**src/logic/cam_pkg.sv**
```systemverilog
package cam_pkg;

    // horizontal blanking, in pixels, after every active line
    localparam int H_BLANK_PX = 144;

    // RGB565 goes out as two bus bytes per pixel
    localparam int BYTES_PER_PX = 2;

    // vertical phases, counted in line periods
    localparam int VSYNC_LINES = 3;
    localparam int VBP_LINES   = 17;  // back porch
    localparam int VFP_LINES   = 10;  // front porch

    // width of the line and column counters
    localparam int POS_W = 16;

    // where the timing stage currently is in the frame
    typedef struct packed {
        logic             frame_sel;  // selects the plain or inverted pattern
        logic [POS_W-1:0] line;
        logic [POS_W-1:0] col;
        logic             byte_sel;   // 0 = high byte, 1 = low byte
    } cam_pos_t;

    // strobes as the sensor puts them on the bus
    typedef struct packed {
        logic vsync;
        logic href;
    } cam_sync_t;

    typedef struct packed {
        logic [7:0] r;
        logic [7:0] g;
        logic [7:0] b;
    } cam_rgb888_t;

    // RGB565 word split into its colour fields
    typedef struct packed {
        logic [4:0] r5;
        logic [5:0] g6;
        logic [4:0] b5;
    } cam_rgb565_fields_t;

    // the same word as it goes out on the 8 bit bus
    typedef struct packed {
        logic [7:0] hi;  // r5 and upper g bits
        logic [7:0] lo;  // lower g bits and b5
    } cam_rgb565_bytes_t;

    // written as colour fields, read back as bus bytes
    typedef union packed {
        cam_rgb565_fields_t fields;
        cam_rgb565_bytes_t  bytes;
    } cam_rgb565_u;

endpackage

```
**src/logic/cam_frame_timing.sv**
```systemverilog
module cam_frame_timing #(
    parameter int HRES = 640,
    parameter int VRES = 480
) (
    input  logic               cam_pclk_o,
    input  logic               s_rstn,
    input  logic               en_i,
    output cam_pkg::cam_pos_t  pos_o,
    output cam_pkg::cam_sync_t sync_o
);

    // one line period in clocks, active plus blanking
    localparam int TLINE = (HRES + cam_pkg::H_BLANK_PX) * cam_pkg::BYTES_PER_PX;

    // longest vertical phase sets the delay counter width
    localparam int MAX_LINES =
        (cam_pkg::VBP_LINES > cam_pkg::VFP_LINES) ?
        ((cam_pkg::VBP_LINES > cam_pkg::VSYNC_LINES) ? cam_pkg::VBP_LINES
                                                     : cam_pkg::VSYNC_LINES) :
        ((cam_pkg::VFP_LINES > cam_pkg::VSYNC_LINES) ? cam_pkg::VFP_LINES
                                                     : cam_pkg::VSYNC_LINES);
    localparam int CNT_W = $clog2(MAX_LINES * TLINE);

    // counter loads are length minus one, the phase ends when it reads 0
    localparam int unsigned VSYNC_LOAD  = cam_pkg::VSYNC_LINES * TLINE - 1;
    localparam int unsigned VBP_LOAD    = cam_pkg::VBP_LINES * TLINE - 1;
    localparam int unsigned VFP_LOAD    = cam_pkg::VFP_LINES * TLINE - 1;
    localparam int unsigned HBLANK_LOAD = cam_pkg::H_BLANK_PX * cam_pkg::BYTES_PER_PX - 1;

    localparam int unsigned LAST_COL  = HRES - 1;
    localparam int unsigned LAST_LINE = VRES - 1;

    typedef enum logic [2:0] {
        IDLE,
        VSYNC,
        BACK_PORCH,
        LINE,
        H_BLANK,
        FRONT_PORCH
    } state_e;

    state_e                    state_q, state_d;
    logic [CNT_W-1:0]          cnt_q, cnt_d;
    logic [cam_pkg::POS_W-1:0] line_q, line_d;
    logic [cam_pkg::POS_W-1:0] col_q, col_d;
    logic                      byte_sel_q, byte_sel_d;
    logic                      frame_sel_q, frame_sel_d;
    logic                      cnt_zero;

    assign cnt_zero = (cnt_q == '0);

    always_comb begin
        state_d     = state_q;
        cnt_d       = cnt_zero ? cnt_q : cnt_q - 1'b1;
        line_d      = line_q;
        col_d       = col_q;
        byte_sel_d  = byte_sel_q;
        frame_sel_d = frame_sel_q;
        case (state_q)
            IDLE: begin
                // en_i is high here, low is handled in the register block
                state_d     = VSYNC;
                cnt_d       = VSYNC_LOAD[CNT_W-1:0];
                frame_sel_d = 1'b0;
            end
            VSYNC: begin
                if (cnt_zero) begin
                    state_d = BACK_PORCH;
                    cnt_d   = VBP_LOAD[CNT_W-1:0];
                end
            end
            BACK_PORCH: begin
                if (cnt_zero) begin
                    state_d    = LINE;
                    line_d     = '0;
                    col_d      = '0;
                    byte_sel_d = 1'b0;
                end
            end
            LINE: begin
                byte_sel_d = ~byte_sel_q;
                if (byte_sel_q) begin  // column done after its low byte
                    if (col_q == LAST_COL[cam_pkg::POS_W-1:0]) begin
                        col_d = '0;
                        if (line_q == LAST_LINE[cam_pkg::POS_W-1:0]) begin
                            state_d = FRONT_PORCH;  // no h blank after the last line
                            cnt_d   = VFP_LOAD[CNT_W-1:0];
                        end else begin
                            state_d = H_BLANK;
                            cnt_d   = HBLANK_LOAD[CNT_W-1:0];
                            line_d  = line_q + 1'b1;
                        end
                    end else begin
                        col_d = col_q + 1'b1;
                    end
                end
            end
            H_BLANK: begin
                if (cnt_zero) begin
                    state_d = LINE;
                end
            end
            FRONT_PORCH: begin
                if (cnt_zero) begin
                    state_d     = VSYNC;
                    cnt_d       = VSYNC_LOAD[CNT_W-1:0];
                    frame_sel_d = ~frame_sel_q;
                end
            end
            default: state_d = IDLE;
        endcase
    end

    always_ff @(posedge cam_pclk_o or negedge s_rstn) begin
        if (!s_rstn) begin
            state_q     <= IDLE;
            cnt_q       <= '0;
            line_q      <= '0;
            col_q       <= '0;
            byte_sel_q  <= 1'b0;
            frame_sel_q <= 1'b0;
        end else if (!en_i) begin
            state_q     <= IDLE;
            cnt_q       <= '0;
            line_q      <= '0;
            col_q       <= '0;
            byte_sel_q  <= 1'b0;
            frame_sel_q <= 1'b0;
        end else begin
            state_q     <= state_d;
            cnt_q       <= cnt_d;
            line_q      <= line_d;
            col_q       <= col_d;
            byte_sel_q  <= byte_sel_d;
            frame_sel_q <= frame_sel_d;
        end
    end

    // outputs follow the state one clock later
    always_ff @(posedge cam_pclk_o or negedge s_rstn) begin
        if (!s_rstn) begin
            pos_o  <= '0;
            sync_o <= '0;
        end else if (!en_i) begin
            pos_o  <= '0;
            sync_o <= '0;
        end else begin
            pos_o.frame_sel <= frame_sel_q;
            pos_o.line      <= line_q;
            pos_o.col       <= col_q;
            pos_o.byte_sel  <= byte_sel_q;
            sync_o.vsync    <= (state_q == VSYNC);
            sync_o.href     <= (state_q == LINE);
        end
    end

endmodule

```
**src/logic/cam_pixel_source.sv**
```systemverilog
module cam_pixel_source #(
    parameter int HRES = 640,
    parameter int VRES = 480
) (
    input  logic                 cam_pclk_o,
    input  logic                 s_rstn,
    input  logic                 en_i,
    input  cam_pkg::cam_pos_t    pos_i,
    input  cam_pkg::cam_sync_t   sync_i,
    output cam_pkg::cam_rgb888_t pix_o,
    output logic                 byte_sel_o,
    output cam_pkg::cam_sync_t   sync_o
);

    // integer ramp steps, they drop to 0 once the resolution exceeds 256
    localparam int unsigned R_STEP = 256 / HRES;
    localparam int unsigned G_STEP = 256 / VRES;

    logic [cam_pkg::POS_W-1:0] r_ramp;
    logic [cam_pkg::POS_W-1:0] g_ramp;
    cam_pkg::cam_rgb888_t      pattern;
    cam_pkg::cam_rgb888_t      pix_d;

    always_comb begin
        r_ramp    = pos_i.col * R_STEP[cam_pkg::POS_W-1:0];   // horizontal red ramp
        g_ramp    = pos_i.line * G_STEP[cam_pkg::POS_W-1:0];  // vertical green ramp
        pattern.r = r_ramp[7:0];
        pattern.g = g_ramp[7:0];
        pattern.b = pos_i.col[7:0] ^ pos_i.line[7:0];         // checkerboard-like blue

        // odd frames carry the inverted picture
        pix_d = pos_i.frame_sel ? ~pattern : pattern;
    end

    // pixel, byte_sel and sync travel together
    always_ff @(posedge cam_pclk_o or negedge s_rstn) begin
        if (!s_rstn) begin
            pix_o      <= '0;
            byte_sel_o <= 1'b0;
            sync_o     <= '0;
        end else if (!en_i) begin
            pix_o      <= '0;
            byte_sel_o <= 1'b0;
            sync_o     <= '0;
        end else begin
            pix_o      <= pix_d;
            byte_sel_o <= pos_i.byte_sel;
            sync_o     <= sync_i;
        end
    end

endmodule

```
**src/logic/cam_rgb565_packer.sv**
```systemverilog
module cam_rgb565_packer (
    input  logic                 cam_pclk_o,
    input  logic                 s_rstn,
    input  logic                 en_i,
    input  cam_pkg::cam_rgb888_t pix_i,
    input  logic                 byte_sel_i,
    input  cam_pkg::cam_sync_t   sync_i,
    output logic [7:0]           cam_data_o,
    output logic                 cam_vsync_o,
    output logic                 cam_href_o
);

    cam_pkg::cam_rgb565_u rgb565;
    logic [7:0]           data_d;

    always_comb begin
        // keep the top bits of each channel
        rgb565.fields.r5 = pix_i.r[7:3];
        rgb565.fields.g6 = pix_i.g[7:2];
        rgb565.fields.b5 = pix_i.b[7:3];

        if (!sync_i.href) begin
            data_d = 8'h00;  // bus is quiet during blanking
        end else if (byte_sel_i) begin
            data_d = rgb565.bytes.lo;
        end else begin
            data_d = rgb565.bytes.hi;
        end
    end

    always_ff @(posedge cam_pclk_o or negedge s_rstn) begin
        if (!s_rstn) begin
            cam_data_o  <= 8'h00;
            cam_vsync_o <= 1'b0;
            cam_href_o  <= 1'b0;
        end else if (!en_i) begin
            cam_data_o  <= 8'h00;
            cam_vsync_o <= 1'b0;
            cam_href_o  <= 1'b0;
        end else begin
            cam_data_o  <= data_d;
            cam_vsync_o <= sync_i.vsync;
            cam_href_o  <= sync_i.href;
        end
    end

endmodule

```
**src/logic/cam_sensor_top.sv**
```systemverilog
module cam_sensor_top #(
    parameter int HRES = 640,
    parameter int VRES = 480
) (
    input  logic       cam_pclk_o,
    input  logic       s_rstn,
    input  logic       en_i,
    output logic [7:0] cam_data_o,
    output logic       cam_vsync_o,
    output logic       cam_href_o
);

    cam_pkg::cam_pos_t    timing_pos;
    cam_pkg::cam_sync_t   timing_sync;
    cam_pkg::cam_rgb888_t src_pix;
    logic                 src_byte_sel;
    cam_pkg::cam_sync_t   src_sync;

    // frame position and strobes
    cam_frame_timing #(
        .HRES(HRES),
        .VRES(VRES)
    ) u_cam_frame_timing (
        .cam_pclk_o(cam_pclk_o),
        .s_rstn    (s_rstn),
        .en_i      (en_i),
        .pos_o     (timing_pos),
        .sync_o    (timing_sync)
    );

    // test pattern, one clock behind timing
    cam_pixel_source #(
        .HRES(HRES),
        .VRES(VRES)
    ) u_cam_pixel_source (
        .cam_pclk_o(cam_pclk_o),
        .s_rstn    (s_rstn),
        .en_i      (en_i),
        .pos_i     (timing_pos),
        .sync_i    (timing_sync),
        .pix_o     (src_pix),
        .byte_sel_o(src_byte_sel),
        .sync_o    (src_sync)
    );

    // RGB565 bytes onto the bus
    cam_rgb565_packer u_cam_rgb565_packer (
        .cam_pclk_o (cam_pclk_o),
        .s_rstn     (s_rstn),
        .en_i       (en_i),
        .pix_i      (src_pix),
        .byte_sel_i (src_byte_sel),
        .sync_i     (src_sync),
        .cam_data_o (cam_data_o),
        .cam_vsync_o(cam_vsync_o),
        .cam_href_o (cam_href_o)
    );

endmodule

```
**config.mk**
```make
export PLATFORM = sky130hd
export DESIGN_NAME = cam_sensor_top
export DESIGN_NICKNAME = d
export VERILOG_FILES = /design/src/logic/cam_pkg.sv /design/src/logic/cam_frame_timing.sv /design/src/logic/cam_pixel_source.sv /design/src/logic/cam_rgb565_packer.sv /design/src/logic/cam_sensor_top.sv
export SDC_FILE = /design/constraint.sdc
export NUM_CORES = 1
export LEC_CHECK = 0
export BUFFER_PORTS_ARGS = -buffer_cell sky130_fd_sc_hd__buf_2
export CORE_MARGIN = 4
export CORE_UTILIZATION = 28
export DETAILED_ROUTE_END_ITERATION = 8
export GPL_ROUTABILITY_DRIVEN = 0
export HOLD_SLACK_MARGIN = 0.02
export PLACE_DENSITY = 0.46
export SLEW_MARGIN = 20
export SYNTH_ARGS = -nofsm -noshare
export SYNTH_HDL_FRONTEND = slang
export SYNTH_HIERARCHICAL = 1
export SYNTH_SLANG_ARGS = --single-unit
export TNS_END_PERCENT = 5
```
**constraint.sdc**
```tcl
create_clock -name cam_pclk_o -period 4.8 [get_ports cam_pclk_o]
set_clock_uncertainty 0.05 [all_clocks]
set_input_delay 1.2 -clock cam_pclk_o [delete_from_list [all_inputs] [get_ports cam_pclk_o]]
set_output_delay 1.2 -clock cam_pclk_o [all_outputs]
set_load 0.005 [all_outputs]
```
==> flow_summary.json, run 1 <==
{
  "cts_buffers": 9,
  "n_fill_cell": 1712,
  "utilization_pct": 31.56,
  "maxCapViolCount": 0,
  "r2r-end": "u_cam_frame_timing/line_q[5]",
  "track_usage_pct": 12.98,
  "grt_pass1_wl_um": 19380,
  "io_buffers": 12,
  "cts_root_buf": "clkbuf_16",
  "final_nets": 486,
  "drtPass1Iterations": 4,
  "crit-reg2reg-launch": "u_cam_frame_timing/state_q[2]",
  "syn2layout_area_growth_pct": 11.00,
  "insertion_delay_ps": 350,
  "avgSynthCellArea_sq_um": 9.588,
  "cp_max_fo": 23,
  "run_status": "completed",
  "syn_nets": 498,
  "crit_buf_inv": 3,
  "syn_inst": 490,
  "min_from": "u_cam_pixel_source/sync_o[1]",
  "cts_sinks": 85,
  "num_rows": 47,
  "multi_input_area_sq_um": 2291,
  "final_hold_viol_count": 0,
  "peakVddDrop_uv": 231.9,
  "drive_gt1_share_pct": 12.01,
  "htreeDepth": 3,
  "clk_pin_slew_ps": 60,
  "grt_max_degree": 54,
  "clockBufferDepth": 2,
  "ios": 13,
  "cp.depth": 8,
  "fin_crit_ps": 3277,
  "rrSetupSlack_ps": 1640,
  "post_cts_resized": 0,
  "fin_crit_sh_pct": 68.26,
  "worstPathArrival_ps": 3470,
  "wl_per_cell_um": 15.88,
  "cts_hold_buf": 0,
  "ant_nets": 0,
  "dieArea_sq_um": 18920,
  "syn_area_sq_um": 4698,
  "cp-startpoint": "en_i",
  "antenna_found_initial": 0,
  "min_to": "u_cam_rgb565_packer/cam_vsync_o",
  "post-dp-hpwl_um": 7638,
  "finalSetupViolCount": 0,
  "worstMarginPinSlew_ps": 951.8,
  "crit_chain": "buf_2 > nand2b_1 > or2_0 > buf_4 > a21oi_1 > buf_4 > or4_1 > o41ai_2",
  "path_class": "in2reg",
  "tns_ps": 0,
  "power_density_nw_per_um2": 346.1,
  "initial_core_util_pct": 28.43,
  "critical-path-top-delay-family": "simple AND/OR/NAND/NOR gates",
  "post_cts_buffers": 0,
  "cts_tree": "done",
  "grt_pass1_vias": 3683,
  "viasPerCell": 5.213,
  "drtIter0Drc": 237,
  "post-place-ws_ps": 1179,
  "setup_ws_ps": 1523,
  "drc": 0,
  "register_area_sq_um": 2127,
  "yosysWarnings": 6,
  "antennaDiodeCount": 0,
  "holdPathStages": 1,
  "required_ps": 4990,
  "die_w_um": 137.5,
  "worstRegToRegCells": 7,
  "leakagePower_uw": 0.002250,
  "drt_wl_total_um": 11160,
  "rsz0062_at_grt": "false",
  "design_area_sq_um": 5215,
  "coreArea_sq_um": 16520,
  "cp-start-kind": "input port",
  "via_count": 3665,
  "crit_slowest_cell": "or4_1",
  "relSlewSlack_pct": 35.96,
  "endpoint_kind": "flop",
  "final_max_slew_viol_count": 0,
  "cp_common_cell": "buf_4",
  "die_y_um": 137.5,
  "hold_class": "reg2reg",
  "grt_overflow": 0,
  "timing.fmax_mhz": 305.2,
  "max_stage_delay_ps": 830,
  "dpl_cell_area_sq_um": 4876
}
==> cells in the final DEF (no fill, tap or decap), drive strengths merged, types with 7 or more instances in the layout <==
| cell | count |
|---|---|
| clkbuf | 9 |
| o31ai | 27 |
| mux2i | 18 |
| nor4 | 8 |
| nor2 | 39 |
| nand4 | 7 |
| and2 | 21 |
| o21ai | 33 |
| nand2b | 7 |
| nor3 | 7 |
| xnor2 | 10 |
| or4 | 15 |
| inv | 22 |
| a21oi | 23 |
| nand2 | 31 |
| nand3 | 17 |
| buf | 19 |
| a31oi | 8 |
| dfrtp | 85 |
==> routing by layer <==
| layer | share of wire, % | up-vias | global-route usage (%) |
|---|---|---|---|
| li1 | - | 1764 | - |
| met1 | 48 | 1825 | 17.95 |
| met5 | 0 | - | 0 |
| met2 | 47 | 63 | 20.20 |
| met3 | 3.5 | 13 | 2.118 |
| met4 | 1.7 | 0 | 5.211 |
==> sequential cells by signal, summed over array words and instances, names as in the netlist <==
signal,cells
u_cam_rgb565_packer/cam_href_o,1
u_cam_frame_timing/byte_sel_q,1
u_cam_frame_timing/col_q,16
u_cam_rgb565_packer/cam_data_o,8
u_cam_frame_timing/state_q,3
u_cam_rgb565_packer/cam_vsync_o,1
u_cam_frame_timing/frame_sel_q,1
u_cam_frame_timing/line_q,16
u_cam_pixel_source/pix_o,6
u_cam_frame_timing/sync_o,2
u_cam_frame_timing/cnt_q,15
u_cam_pixel_source/byte_sel_o,1
u_cam_pixel_source/sync_o,2
u_cam_frame_timing/pos_o,12
==> final cells by class <==
| cell class | count | area share (%) |
|---|---|---|
| clock buffers | 9 | 4.319 |
| clock inverters | 7 | 2.183 |
| inverters | 18 | 1.296 |
| multi-input cells | 345 | 43.93 |
| flip-flops and latches | 85 | 40.79 |
| well taps | 220 | 5.278 |
| repair buffers | 19 | 2.207 |
==> through the flow <==
stage	power, uW	std cells	hold WS, ps
2_1_floorplan	956.9	490	383.6
6_report	1805	703	406.1
4_1_cts	1829	703	407.4
3_3_place_gp	1029	687	386.6
5_1_grt	1893	703	433.8
3_5_place_dp	1028	687	392.2
==> worst max-delay path by stage <==
| stage | slack [ps] | end |
|---|---|---|
| floorplan | 2000 | u_cam_frame_timing/line_q[13] |
| global placement | 1180 | u_cam_frame_timing/line_q[5] |
| detailed placement | 1180 | u_cam_frame_timing/line_q[5] |
| CTS | 1530 | u_cam_frame_timing/line_q[5] |
| global route | 1380 | u_cam_frame_timing/line_q[5] |
| finish | 1520 | u_cam_frame_timing/line_q[5] |
==> power by group <==
part           switching [uW]  leakage (uW)  internal (uW)
logic                     143      0.000913           91.3
registers                41.4       0.00117            740
clock network             319      0.000166            470
(Power assumes the default switching activity.)
==> run 2, diff against run 1 <==
- ABC_AREA: default -> 1
- clock period: 4.8 -> 3.33 ns (I/O delays scaled with it)
==> run 2 against run 1 <==
  * Via count up 16%
  * Combinational power rose to 4.6 times the previous value
  * Core utilization down 0.45 points
  * Critical endpoint is now u_cam_frame_timing/state_q[1]
==> flow_summary.json, run 2 <==
{
  "syn_area_sq_um": 5140,
  "cp.depth": 13,
  "n_fill_cell": 1974,
  "viasPerCell": 4.552,
  "tns_ps": 0,
  "cts_root_buf": "clkbuf_16",
  "final_max_slew_viol_count": 0,
  "cts_sinks": 85,
  "syn_nets": 715,
  "post_cts_buffers": 0,
  "run_status": "completed",
  "final_cell_mix": "nand2_1, nor2_1, inv_1",
  "die_y_um": 143.5,
  "clk_pin_slew_ps": 60,
  "ios": 13,
  "initial_core_util_pct": 28.52,
  "rsz0062_at_grt": "false",
  "cp-start-kind": "flop",
  "num_rows": 49,
  "insertion_delay_ps": 340,
  "critical-path-top-delay-family": "simple AND/OR/NAND/NOR gates",
  "holdPathStages": 2,
  "cts_buffers": 9,
  "fin_crit_sh_pct": 66.38,
  "antennaDiodeCount": 0,
  "leakagePower_uw": 0.002769,
  "post-place-ws_ps": 849.0,
  "via_count": 4256,
  "grt_pass1_wl_um": 20240,
  "power_density_nw_per_um2": 596.7,
  "dieArea_sq_um": 20590,
  "syn_inst": 707,
  "worstPathArrival_ps": 2420,
  "wl_per_cell_um": 12.80,
  "avgSynthCellArea_sq_um": 7.270,
  "fin_hold_ws_ps": 382.3,
  "yosysWarnings": 6,
  "relSlewSlack_pct": 68.59,
  "antenna_found_initial": 0,
  "cp_common_cell": "nor2_1",
  "drive_gt1_share_pct": 10.20,
  "fin_crit_ps": 2211,
  "syn2layout_area_growth_pct": 9.080,
  "reg_top3": "u_cam_frame_timing/col_q (16), u_cam_frame_timing/line_q (16), u_cam_frame_timing/cnt_q (15)",
  "setup_ws_ps": 1119,
  "post-dp-hpwl_um": 8518,
  "crit_chain": "inv_1 > ha_1 > inv_1 > nor2_1 > nand2_1 > nor2_1 > nand2_1 > buf_4 > nand2_1 > nor2_1 > nor2_1 > nand3_1 > o21ai_0",
  "drtIter0Drc": 266,
  "coreArea_sq_um": 18020,
  "drtPass1Iterations": 5,
  "track_usage_pct": 12.28,
  "grt_overflow": 0,
  "drt_wl_total_um": 11970,
  "peakVddDrop_uv": 272.0,
  "required_ps": 3540,
  "final_hold_viol_count": 0,
  "grt_pass1_vias": 3943,
  "max_stage_delay_ps": 390,
  "endpoint_kind": "flop",
  "final_common_cell": "nand2_1",
  "cts_hold_buf": 0,
  "crit_buf_inv": 3,
  "worstRegToRegCells": 13,
  "grt_max_degree": 86,
  "timing.fmax_mhz": 452.4,
  "drc": 0,
  "finalSetupViolCount": 0,
  "cp_max_fo": 13,
  "ant_nets": 0,
  "htreeDepth": 3,
  "io_buffers": 12,
  "worstMarginPinSlew_ps": 471.2,
  "cts_tree": "done",
  "final_nets": 710,
  "hold_class": "reg2reg",
  "post_cts_resized": 0,
  "crit_slowest_cell": "dfrtp_1",
  "path_class": "reg2reg",
  "clockBufferDepth": 2,
  "die_w_um": 143.5,
  "maxCapViolCount": 0
}
[run 2: report_power, final]
group          leakage (uW)  switching (uW)  internal, uW  total, uW
sequential          0.00117             115          1130       1250
clock              0.000135             436           583       1020
combinational       0.00147             737           343       1080
total               0.00277            1290          2060       3350
[run 2: path summary, 6_finish.rpt]
path	to	startpoint	slack, ps
worst max-delay path	u_cam_frame_timing/state_q[1]	u_cam_frame_timing/cnt_q[0]	1120
worst min-delay path	u_cam_pixel_source/sync_o[0]	u_cam_frame_timing/sync_o[0]	380
worst max register to register	u_cam_frame_timing/state_q[1]	u_cam_frame_timing/cnt_q[0]	1120
worst min register to register	u_cam_pixel_source/sync_o[0]	u_cam_frame_timing/sync_o[0]	380
max in group asynchronous	u_cam_frame_timing/cnt_q[9]	s_rstn	2400
min in group asynchronous	u_cam_frame_timing/cnt_q[4]	s_rstn	470
[run 2: per-stage QoR]
| step | area, sq um | util, % | power (uW) | std cells |
|---|---|---|---|---|
| final | 5607 | 31.11 | 3345 | 935 |
| after global routing | 5607 | 31.11 | 3593 | 935 |
| after CTS | 5607 | 31.11 | 3388 | 935 |
| after detailed placement | 5311 | 29.47 | 2341 | 920 |
| after global placement | 5311 | 29.47 | 2342 | 920 |
| after floorplan | 5140 | - | 2096 | 707 |
[run 2: metal layers]
metal  up-vias  track usage (%)  part of all wire, %  wire length (um)
li1       2203                -                    -                 -
met1      1962            17.87                   51              6132
met2        78            18.61                   44              5238
met3        13            1.730                  3.4               405
met4         0            4.361                  1.6               195
met5         -                0                    0                 0
[run 2: worst min-delay path, stage by stage, from the launching register on]
cell and delay, ps:
dfrtp_1 320, nand2_1 50, inv_1 40
[run 2: layout make-up]
cell class / count / area, sq um / area share [%]
multi-input cells: 488 / 2404 / 42.87
flip-flops and latches: 85 / 2127 / 37.94
repair buffers: 15 / 97.59 / 1.741
clock buffers: 9 / 225.2 / 4.017
well taps: 229 / 286.5 / 5.110
clock inverters: 6 / 70.07 / 1.250
inverters: 103 / 396.6 / 7.074
